## config.mk

```make
export PLATFORM = sky130hd
export DESIGN_NAME = av_top
export DESIGN_NICKNAME = d
export VERILOG_FILES = /design/src/av_pkg.sv /design/src/spi_status_rx.sv /design/src/video_blank_stage.sv /design/src/video_scanline_stage.sv /design/src/sigma_delta_dac.sv /design/src/av_top.sv
export VERILOG_INCLUDE_DIRS = /design/src /design/src/src
export SDC_FILE = /design/constraint.sdc
export NUM_CORES = 1
export LEC_CHECK = 0
export ABC_AREA = 1
export BUFFER_PORTS_ARGS = -buffer_cell sky130_fd_sc_hd__buf_2
export CORE_UTILIZATION = 33
export CTS_CLUSTER_SIZE = 40
export DETAILED_ROUTE_END_ITERATION = 6
export PLACE_DENSITY = 0.54
export SLEW_MARGIN = 20
export SYNTH_ARGS = -nofsm -noshare
export SYNTH_HDL_FRONTEND = slang
export SYNTH_SLANG_ARGS = --single-unit
```

## constraint.sdc

```tcl
create_clock -name clk_sys -period 2.3 [get_ports clk_sys]
set_clock_uncertainty 0.15 [all_clocks]
set_input_delay 0 -clock clk_sys [delete_from_list [all_inputs] [get_ports clk_sys]]
set_output_delay 0 -clock clk_sys [all_outputs]
set_load 0.02 [all_outputs]
```

## src/av_settings.svh

```systemverilog
`ifndef AV_SETTINGS_SVH
`define AV_SETTINGS_SVH

// Luma sample from the machine
`define AV_LUMA_W 8

// Per channel on the VGA pins
`define AV_COLOR_W 6

// Status word from the I/O controller
`define AV_STATUS_W 32

// Audio sample into the DAC
`define AV_AUDIO_W 8

// First byte of a status write frame
`define AV_OP_STATUS 8'h1E

`endif

```

## src/av_pkg.sv

```systemverilog
`include "av_settings.svh"

package av_pkg;

	// One pixel as the machine produces it
	typedef struct packed {
		logic valid;
		logic blank;
		logic hs;
		logic vs;
		logic [`AV_LUMA_W-1:0] luma;
	} luma_px_t;

	// One pixel toward the VGA pins
	typedef struct packed {
		logic valid;
		logic hs;
		logic vs;
		logic [`AV_COLOR_W-1:0] r;
		logic [`AV_COLOR_W-1:0] g;
		logic [`AV_COLOR_W-1:0] b;
	} rgb_px_t;

	// Status bits 3:2
	typedef enum logic [1:0] {
		SCAN_OFF = 2'd0,
		SCAN_25  = 2'd1,
		SCAN_50  = 2'd2,
		SCAN_75  = 2'd3
	} scan_mode_e;

	// First byte of an SPI frame
	typedef enum logic [7:0] {
		OP_NOP    = 8'h00,
		OP_STATUS = `AV_OP_STATUS
	} spi_op_e;

endpackage

```

## src/spi_status_rx.sv

```systemverilog
`include "av_settings.svh"

module spi_status_rx (
	input  logic                    clk_sys,
	input  logic                    rst_n,
	input  logic                    sck,
	input  logic                    ss_n,
	input  logic                    mosi,
	output logic [`AV_STATUS_W-1:0] status
);
	localparam int FRAME_BITS = 8 + `AV_STATUS_W; // Opcode then payload
	localparam int CNT_W = $clog2(FRAME_BITS + 1);

	logic [1:0] sck_sync;
	logic [1:0] mosi_sync;
	logic [1:0] ss_sync;
	logic sck_q;
	logic sck_rise;
	logic [7:0] opcode_next;
	logic [FRAME_BITS-1:0] frame;
	logic [CNT_W-1:0] bit_cnt;
	logic is_status;
	logic frame_done;

	// Two flops per serial input
	always_ff @(posedge clk_sys) begin
		if (!rst_n) begin
			sck_sync <= 2'b00;
			mosi_sync <= 2'b00;
			ss_sync <= 2'b11; // Idle deselected
			sck_q <= 1'b0;
		end else begin
			sck_sync <= {sck_sync[0], sck};
			mosi_sync <= {mosi_sync[0], mosi};
			ss_sync <= {ss_sync[0], ss_n};
			sck_q <= sck_sync[1];
		end
	end

	assign sck_rise = sck_sync[1] & ~sck_q;
	assign opcode_next = {frame[6:0], mosi_sync[1]}; // Byte as it completes

	// MSB first
	always_ff @(posedge clk_sys) begin
		if (sck_rise && bit_cnt != CNT_W'(FRAME_BITS))
			frame <= {frame[FRAME_BITS-2:0], mosi_sync[1]};
	end

	// Frame control, cleared while deselected
	always_ff @(posedge clk_sys) begin
		if (!rst_n || ss_sync[1]) begin
			bit_cnt <= '0;
			is_status <= 1'b0;
			frame_done <= 1'b0;
		end else begin
			frame_done <= 1'b0;
			if (sck_rise && bit_cnt != CNT_W'(FRAME_BITS)) begin
				bit_cnt <= bit_cnt + 1'b1;
				if (bit_cnt == CNT_W'(7))
					is_status <= (opcode_next == av_pkg::OP_STATUS);
				if (bit_cnt == CNT_W'(FRAME_BITS - 1))
					frame_done <= 1'b1;
			end
		end
	end

	always_ff @(posedge clk_sys) begin
		if (!rst_n)
			status <= '0;
		else if (frame_done && is_status)
			status <= frame[`AV_STATUS_W-1:0]; // Other opcodes are dropped
	end

endmodule

```

## src/video_blank_stage.sv

```systemverilog
`include "av_settings.svh"

module video_blank_stage (
	input  logic              clk_sys,
	input  logic              rst_n,
	input  av_pkg::luma_px_t  pix_in,
	output av_pkg::rgb_px_t   pix_out
);
	logic show_px;
	logic [`AV_COLOR_W-1:0] gray;

	// Only visible pixels carry color
	assign show_px = pix_in.valid & ~pix_in.blank;

	always_comb begin
		if (show_px)
			gray = pix_in.luma[`AV_LUMA_W-1 -: `AV_COLOR_W]; // Top luma bits
		else
			gray = '0;
	end

	always_ff @(posedge clk_sys) begin
		if (!rst_n) begin
			pix_out <= '0;
		end else begin
			pix_out.valid <= pix_in.valid;
			pix_out.hs <= pix_in.hs;
			pix_out.vs <= pix_in.vs;
			pix_out.r <= gray;
			pix_out.g <= gray;
			pix_out.b <= gray;
		end
	end

endmodule

```

## src/video_scanline_stage.sv

```systemverilog
`include "av_settings.svh"

module video_scanline_stage (
	input  logic                clk_sys,
	input  logic                rst_n,
	input  av_pkg::scan_mode_e  mode,
	input  av_pkg::rgb_px_t     pix_in,
	output av_pkg::rgb_px_t     pix_out
);
	logic hs_prev;
	logic hs_rise;
	logic line_odd;
	logic line_odd_next;
	av_pkg::rgb_px_t pix_dim;

	// Darken one channel by the selected amount
	function automatic logic [`AV_COLOR_W-1:0] dim_channel(
		input logic [`AV_COLOR_W-1:0] c,
		input av_pkg::scan_mode_e     m
	);
		logic [`AV_COLOR_W-1:0] res;
		case (m)
			av_pkg::SCAN_25: res = c - (c >> 2);
			av_pkg::SCAN_50: res = c >> 1;
			av_pkg::SCAN_75: res = c >> 2;
			default:         res = c;
		endcase
		return res;
	endfunction

	assign hs_rise = pix_in.hs & ~hs_prev;
	assign line_odd_next = line_odd ^ hs_rise; // Edge pixel sees new parity

	always_ff @(posedge clk_sys) begin
		if (!rst_n) begin
			hs_prev <= 1'b0;
			line_odd <= 1'b0;
		end else begin
			hs_prev <= pix_in.hs;
			line_odd <= line_odd_next;
		end
	end

	always_comb begin
		pix_dim = pix_in;
		if (line_odd_next) begin
			pix_dim.r = dim_channel(pix_in.r, mode);
			pix_dim.g = dim_channel(pix_in.g, mode);
			pix_dim.b = dim_channel(pix_in.b, mode);
		end
	end

	// Syncs and valid pass as they are
	always_ff @(posedge clk_sys) begin
		if (!rst_n)
			pix_out <= '0;
		else
			pix_out <= pix_dim;
	end

endmodule

```

## src/sigma_delta_dac.sv

```systemverilog
`include "av_settings.svh"

module sigma_delta_dac #(
	parameter int width = `AV_AUDIO_W
) (
	input  logic             clk_sys,
	input  logic             rst_n,
	input  logic [width-1:0] sample,
	output logic             dac_out
);
	logic [width-1:0] acc;
	logic [width:0] sum;

	// Carry out is the pulse density
	assign sum = {1'b0, acc} + {1'b0, sample};

	always_ff @(posedge clk_sys) begin
		if (!rst_n) begin
			acc <= '0;
			dac_out <= 1'b0;
		end else begin
			acc <= sum[width-1:0];
			dac_out <= sum[width];
		end
	end

endmodule

```

## src/av_top.sv

```systemverilog
`include "av_settings.svh"

module av_top (
	input  logic                   clk_sys,
	input  logic                   rst_n,
	input  logic                   spi_sck,
	input  logic                   spi_ss_n,
	input  logic                   spi_mosi,
	input  av_pkg::luma_px_t       pix_in,
	input  logic [`AV_AUDIO_W-1:0] audio,
	output av_pkg::rgb_px_t        pix_out,
	output logic                   audio_out,
	output logic                   core_rst_n
);
	logic [`AV_STATUS_W-1:0] status;
	av_pkg::scan_mode_e scan_mode;
	av_pkg::rgb_px_t pix_mid;
	logic core_hold;

	spi_status_rx u_spi_status_rx (
		.clk_sys (clk_sys),
		.rst_n   (rst_n),
		.sck     (spi_sck),
		.ss_n    (spi_ss_n),
		.mosi    (spi_mosi),
		.status  (status)
	);

	assign scan_mode = av_pkg::scan_mode_e'(status[3:2]); // Off, 25%, 50%, 75%

	video_blank_stage u_video_blank_stage (
		.clk_sys (clk_sys),
		.rst_n   (rst_n),
		.pix_in  (pix_in),
		.pix_out (pix_mid)
	);

	video_scanline_stage u_video_scanline_stage (
		.clk_sys (clk_sys),
		.rst_n   (rst_n),
		.mode    (scan_mode),
		.pix_in  (pix_mid),
		.pix_out (pix_out)
	);

	sigma_delta_dac #(
		.width (`AV_AUDIO_W)
	) u_sigma_delta_dac (
		.clk_sys (clk_sys),
		.rst_n   (rst_n),
		.sample  (audio),
		.dac_out (audio_out)
	);

	// Menu reset bits
	assign core_hold = status[0] | status[9];

	always_ff @(posedge clk_sys) begin
		if (!rst_n)
			core_rst_n <= 1'b0;
		else
			core_rst_n <= ~core_hold;
	end

endmodule

```

# ---- Word level (Yosys, flattened, before mapping)
# Index checks and enable logic that the tools add are counted.
dict set report classes {
  addsub 3
  mux 3
  reduce_logical 7
  bitwise 10
  n_eq_ne 7
}
# operator n
set ops {}
lappend ops {{$mux 18} 1}
lappend ops {{$pmux 6 s3} 1}
lappend ops {{$add 8x8->9} 1}
lappend ops {{$eq 8x5->1 const B} 1}
lappend ops {{$add 6x1->6 const B} 1}
lappend ops {{$eq 6x3->1 const B} 1}
lappend ops {{$eq 6x6->1 const B} 1}
lappend ops {{$ne 6x6->1 const B} 1}
lappend ops {{$sub 6x4->6} 1}
lappend ops {{$not 1->1} 5}
lappend ops {{$eq 2x2->1 const B} 2}
lappend ops {{$reduce_and 2->1} 2}
lappend ops {{$and 1x1->1} 3}
lappend ops {{$eq 2x1->1 const B} 1}
lappend ops {{$logic_and 1x1->1} 2}
lappend ops {{$reduce_or 2->1} 1}
lappend ops {{$logic_not 1->1} 1}
lappend ops {{$logic_or 1x1->1} 1}
lappend ops {{$mux 1} 1}
lappend ops {{$or 1x1->1} 1}
lappend ops {{$xor 1x1->1} 1}
dict set report totals {
  regBits 76
  output_inout_bits 23
}

# ---- Depth between registers and ports, before layout
dict set report depth {
  word_depth 5
  depth_mapped 11
  depth_no_buf 11
}

# ---- Hierarchy
# From an unflattened synthesis, not the netlist that was laid out.
dict set report hier_totals {
  cells_unflattened 638
  area_unflattened_um2 5326.4
}
# mod area_per_inst_um2 seq_area_each_um2 n_inst cells_per_inst
set by_module_without_submodules {}
lappend by_module_without_submodules {spi_status_rx 2711.4 1901.8 1 260}
lappend by_module_without_submodules {video_scanline_stage 1636.6 440.4 1 248}
lappend by_module_without_submodules {sigma_delta_dac 593.1 180.2 1 85}
lappend by_module_without_submodules {video_blank_stage 351.6 180.2 1 41}
lappend by_module_without_submodules {av_top 33.8 20.0 1 4}

# ---- Worst setup path before layout
# OpenSTA, ideal clock, no wires.
dict set report synth_timing {
  path_type {reg-to-reg}
  startpoint {register u_video_blank_stage.pix_out[14] (netlist name)}
  endpoint {register u_video_scanline_stage.pix_out[2] (netlist name)}
  path_stages_with_launch 8
  path_slack_ns 0.519
  setup_time_ns 0.118
  required_time_ns 2.032
  arrival_ns 1.512
  period_less_slack_ns 1.781
  cell_sequence {dfxtp_1 ha_1 inv_1 fa_1 or2_2 and3_1 nor3_1 nor2_1}
}

==> flow_summary.ini <==
[synth]
async_flop_share_pct = 0
synthTopCellsByArea = dfxtp_1 (37%), edfxtp_1 (12%), nand2_1 (9.1%)
synth_top_family_by_area = simple AND/OR/NAND/NOR gates
synthTopCellsByCount = nand2_1 (63), dfxtp_1 (48), inv_1 (46), nor2_1 (31), a21oi_1 (20)
synth_fa_ha_area_share_pct = 8.245
synthXorXnorAreaFrac_pct = 0
synthMostInstantiatedCell = nand2_1
synth_top_area_cell = dfxtp_1
synth-warning-count = 0
syn_nets = 360
synth_simple_gate_area_share_pct = 22.34
synth-edff-count = 10
ys_seq_area_share_pct = 48.32
ys_seq_elements = 58
synth_mux_area_share_pct = 0
syn_avg_cell_area_um2 = 8.182
synthesis.area_mm2 = 0.002610
synth_top_area_share_pct = 36.82
synth_cells = 319
ys.flop_type = dfxtp_1
synth-compound-area-share_pct = 9.108
synth_cell_types = 34

[global_routing]
grt_usage_pct = 13.57
antenna_found_initial = 0
grt_pass1_vias = 2051
grt_max_degree = 29
grt-ovfl-total = 0
grt_pass1_wl_mm = 8.838

[final_layout]
register_area_mm2 = 0.001261
n_antenna_cell = 0
final_nets = 427
multi_input_area_mm2 = 0.001036
drive_gt1_share_pct = 19.18
fillCellCount = 797
final_cells = 493
final_cell_area_mm2 = 0.003313
area_delta_synth_final_pct = 26.94

[route]
vias = 2121
dr.pass1.iters = 4
drcViolationCount = 0
antenna_left = 0
wl_met1_mm = 2.404
drt-vias-per-instance = 4.302
drt_wl_total_mm = 4.965
drt_iter0_drc = 62
wl_met2_mm = 2.255
route.met3.wl_um = 221
wire_per_inst_um = 10.07
maxUsedRoutingLayer = met4

[hold_path]
min_path_cells = 4
hp-class = primary input to flip-flop

[power]
p_leak_nw = 1.625
ir_worst_vdd_mv = 0.4673
powerDensity_mw_per_mm2 = 711.4

[placement]
place_area_mm2 = 0.002854
place_inst = 450
dp_hpwl_mm = 3.395
portBuffers = 45
routabilityCongestion = 0.8357

[cts]
path_clk_slew_ns = 0.07
postCtsSetupBuffers = 0
cts_max_level = 3
cts_root_buf = clkbuf_8
clkLatencyLatePin_ns = 0.33
cts_max_path_buffers = 2
clock_sinks = 58
cts_buffers = 9
cts_tree = yes

[floorplan]
rows = 32
die_w_um = 90.94
die_y_um = 90.94
ios = 48
core_area_mm2 = 0.007687
initial_core_util_pct = 33.95
die_area_mm2 = 0.008269

[worst_setup_path]
crit_family = simple AND/OR/NAND/NOR gates
crit_buf_inv = 1
crit_arrival_ns = 1.97
cp-start-kind = flip-flop
path_class = flip-flop to flip-flop
cp-end-kind = flip-flop
crit_path_max_incr_delay_ns = 0.41
cp.depth = 7
crit_fanout = 5
crit_chain = ha_1, inv_1, fa_1, or2_2, and3_1, nor3_1, nor2_1
cp_slowest_cell = dfxtp_1
r2r_cells = 7
cp.required_ns = 2.37

[sta]
setup_viol = 0
whs_ns = 0.02884
fmaxAchievable_mhz = 527.8
fin_tns_setup_ns = 0
period_minus_slack_ns = 1.895
tightest_slew_ns = 0.4091
rsz0062_at_grt = no
maxSlewViolCount = 0
finalCritPeriodShare_pct = 82.37
hold_viol_final = 0
slew_headroom_pct = 72.64

[flow_run]
max-cap-violations = 0

[outcome]
status = complete, no violations
flip-flops by register name, summed over array words and instances (netlist names):
register	flops
u_spi_status_rx.frame	10
u_video_blank_stage.pix_out	9
u_video_scanline_stage.pix_out	9
u_sigma_delta_dac.acc	8
u_spi_status_rx.bit_cnt	6
u_spi_status_rx.status	4
u_spi_status_rx.mosi_sync	2
u_spi_status_rx.sck_sync	2
u_spi_status_rx.ss_sync	2
core_rst_n	1
u_sigma_delta_dac.dac_out	1
u_spi_status_rx.frame_done	1
u_spi_status_rx.is_status	1
u_spi_status_rx.sck_q	1
u_video_scanline_stage.line_odd	1
worst paths after layout:
kind                                         from                                end  slack, ns
setup / recovery  u_video_blank_stage.pix_out[14]  u_video_scanline_stage.pix_out[2]       0.41
hold / removal                           audio[6]          u_sigma_delta_dac.dac_out       0.03
setup reg to reg  u_video_blank_stage.pix_out[14]  u_video_scanline_stage.pix_out[2]       0.41
hold reg to reg      u_spi_status_rx.mosi_sync[0]       u_spi_status_rx.mosi_sync[1]       0.26
repair_timing:
action | in CTS | in global routing
gates resized for setup | 0 | 0
hold buffers | 27 | 0
endpoints found under the hold margin | 22 | 0
worst register-to-register path: stages, from the launching register on:
cell and delay, ns:
dfxtp_1 0.41, ha_1 0.17, inv_1 0.06, fa_1 0.40, or2_2 0.28, and3_1 0.14
nor3_1 0.12, nor2_1 0.06
cells by family (layout without fill, tap and decap cells):
| group | after synthesis | after routing |
|---|---|---|
| flip-flops | 58 | 58 |
| buffers and inverters | 69 | 141 |
| AND/OR/NAND/NOR | 133 | 133 |
| adder cells (fa/ha/maj) | 16 | 16 |
| AO/OA/AOI/OAI | 43 | 43 |
final cells by class:
type	count	share of cell area [%]
clock buffers	13	4.494
clock inverters	3	1.208
inverters	52	5.929
multi-input cells	192	31.27
flip-flops and latches	58	38.07
well taps	102	3.852
repair buffers	73	15.18
stage by stage:
stage / worst slack [ns] / power [mW] / util (%)
detailed placement: 0.4215 / 1.441 / 37.13
global placement: 0.4267 / 1.435 / 37.13
finish: 0.4055 / 2.357 / 43.10
CTS: 0.4080 / 2.392 / 43.10
floorplan: 0.5195 / 1.367 / -
global route: 0.2951 / 2.511 / 43.10
power by group:
group	internal, mW	leakage, nW	switching [mW]
Sequential	1.09	0.484	0.0219
Combinational	0.145	1.04	0.189
Clock	0.528	0.0974	0.382
Total	1.76	1.62	0.592
per-layer routing:
| layer | track usage [%] | up-vias |
|---|---|---|
| li1 | - | 1133 |
| met1 | 16.34 | 932 |
| met2 | 22.29 | 47 |
| met3 | 4.271 | 9 |
| met4 | 5.820 | 0 |
| met5 | 0 | - |
cells in the final DEF (no fill, tap or decap), types with 5 or more instances in the layout:
master         count
dfxtp_1           48
buf_2             45
ha_1              14
inv_1             46
nor2_1            31
edfxtp_1          10
inv_2              5
dlygate4sd3_1     27
nand3_1           17
o21ai_0            9
nor3_1             5
o21ai_1            6
nand2_1           63
clkbuf_8          10
a21oi_1           20
No activity file was read; power rests on OpenSTA's default activity.
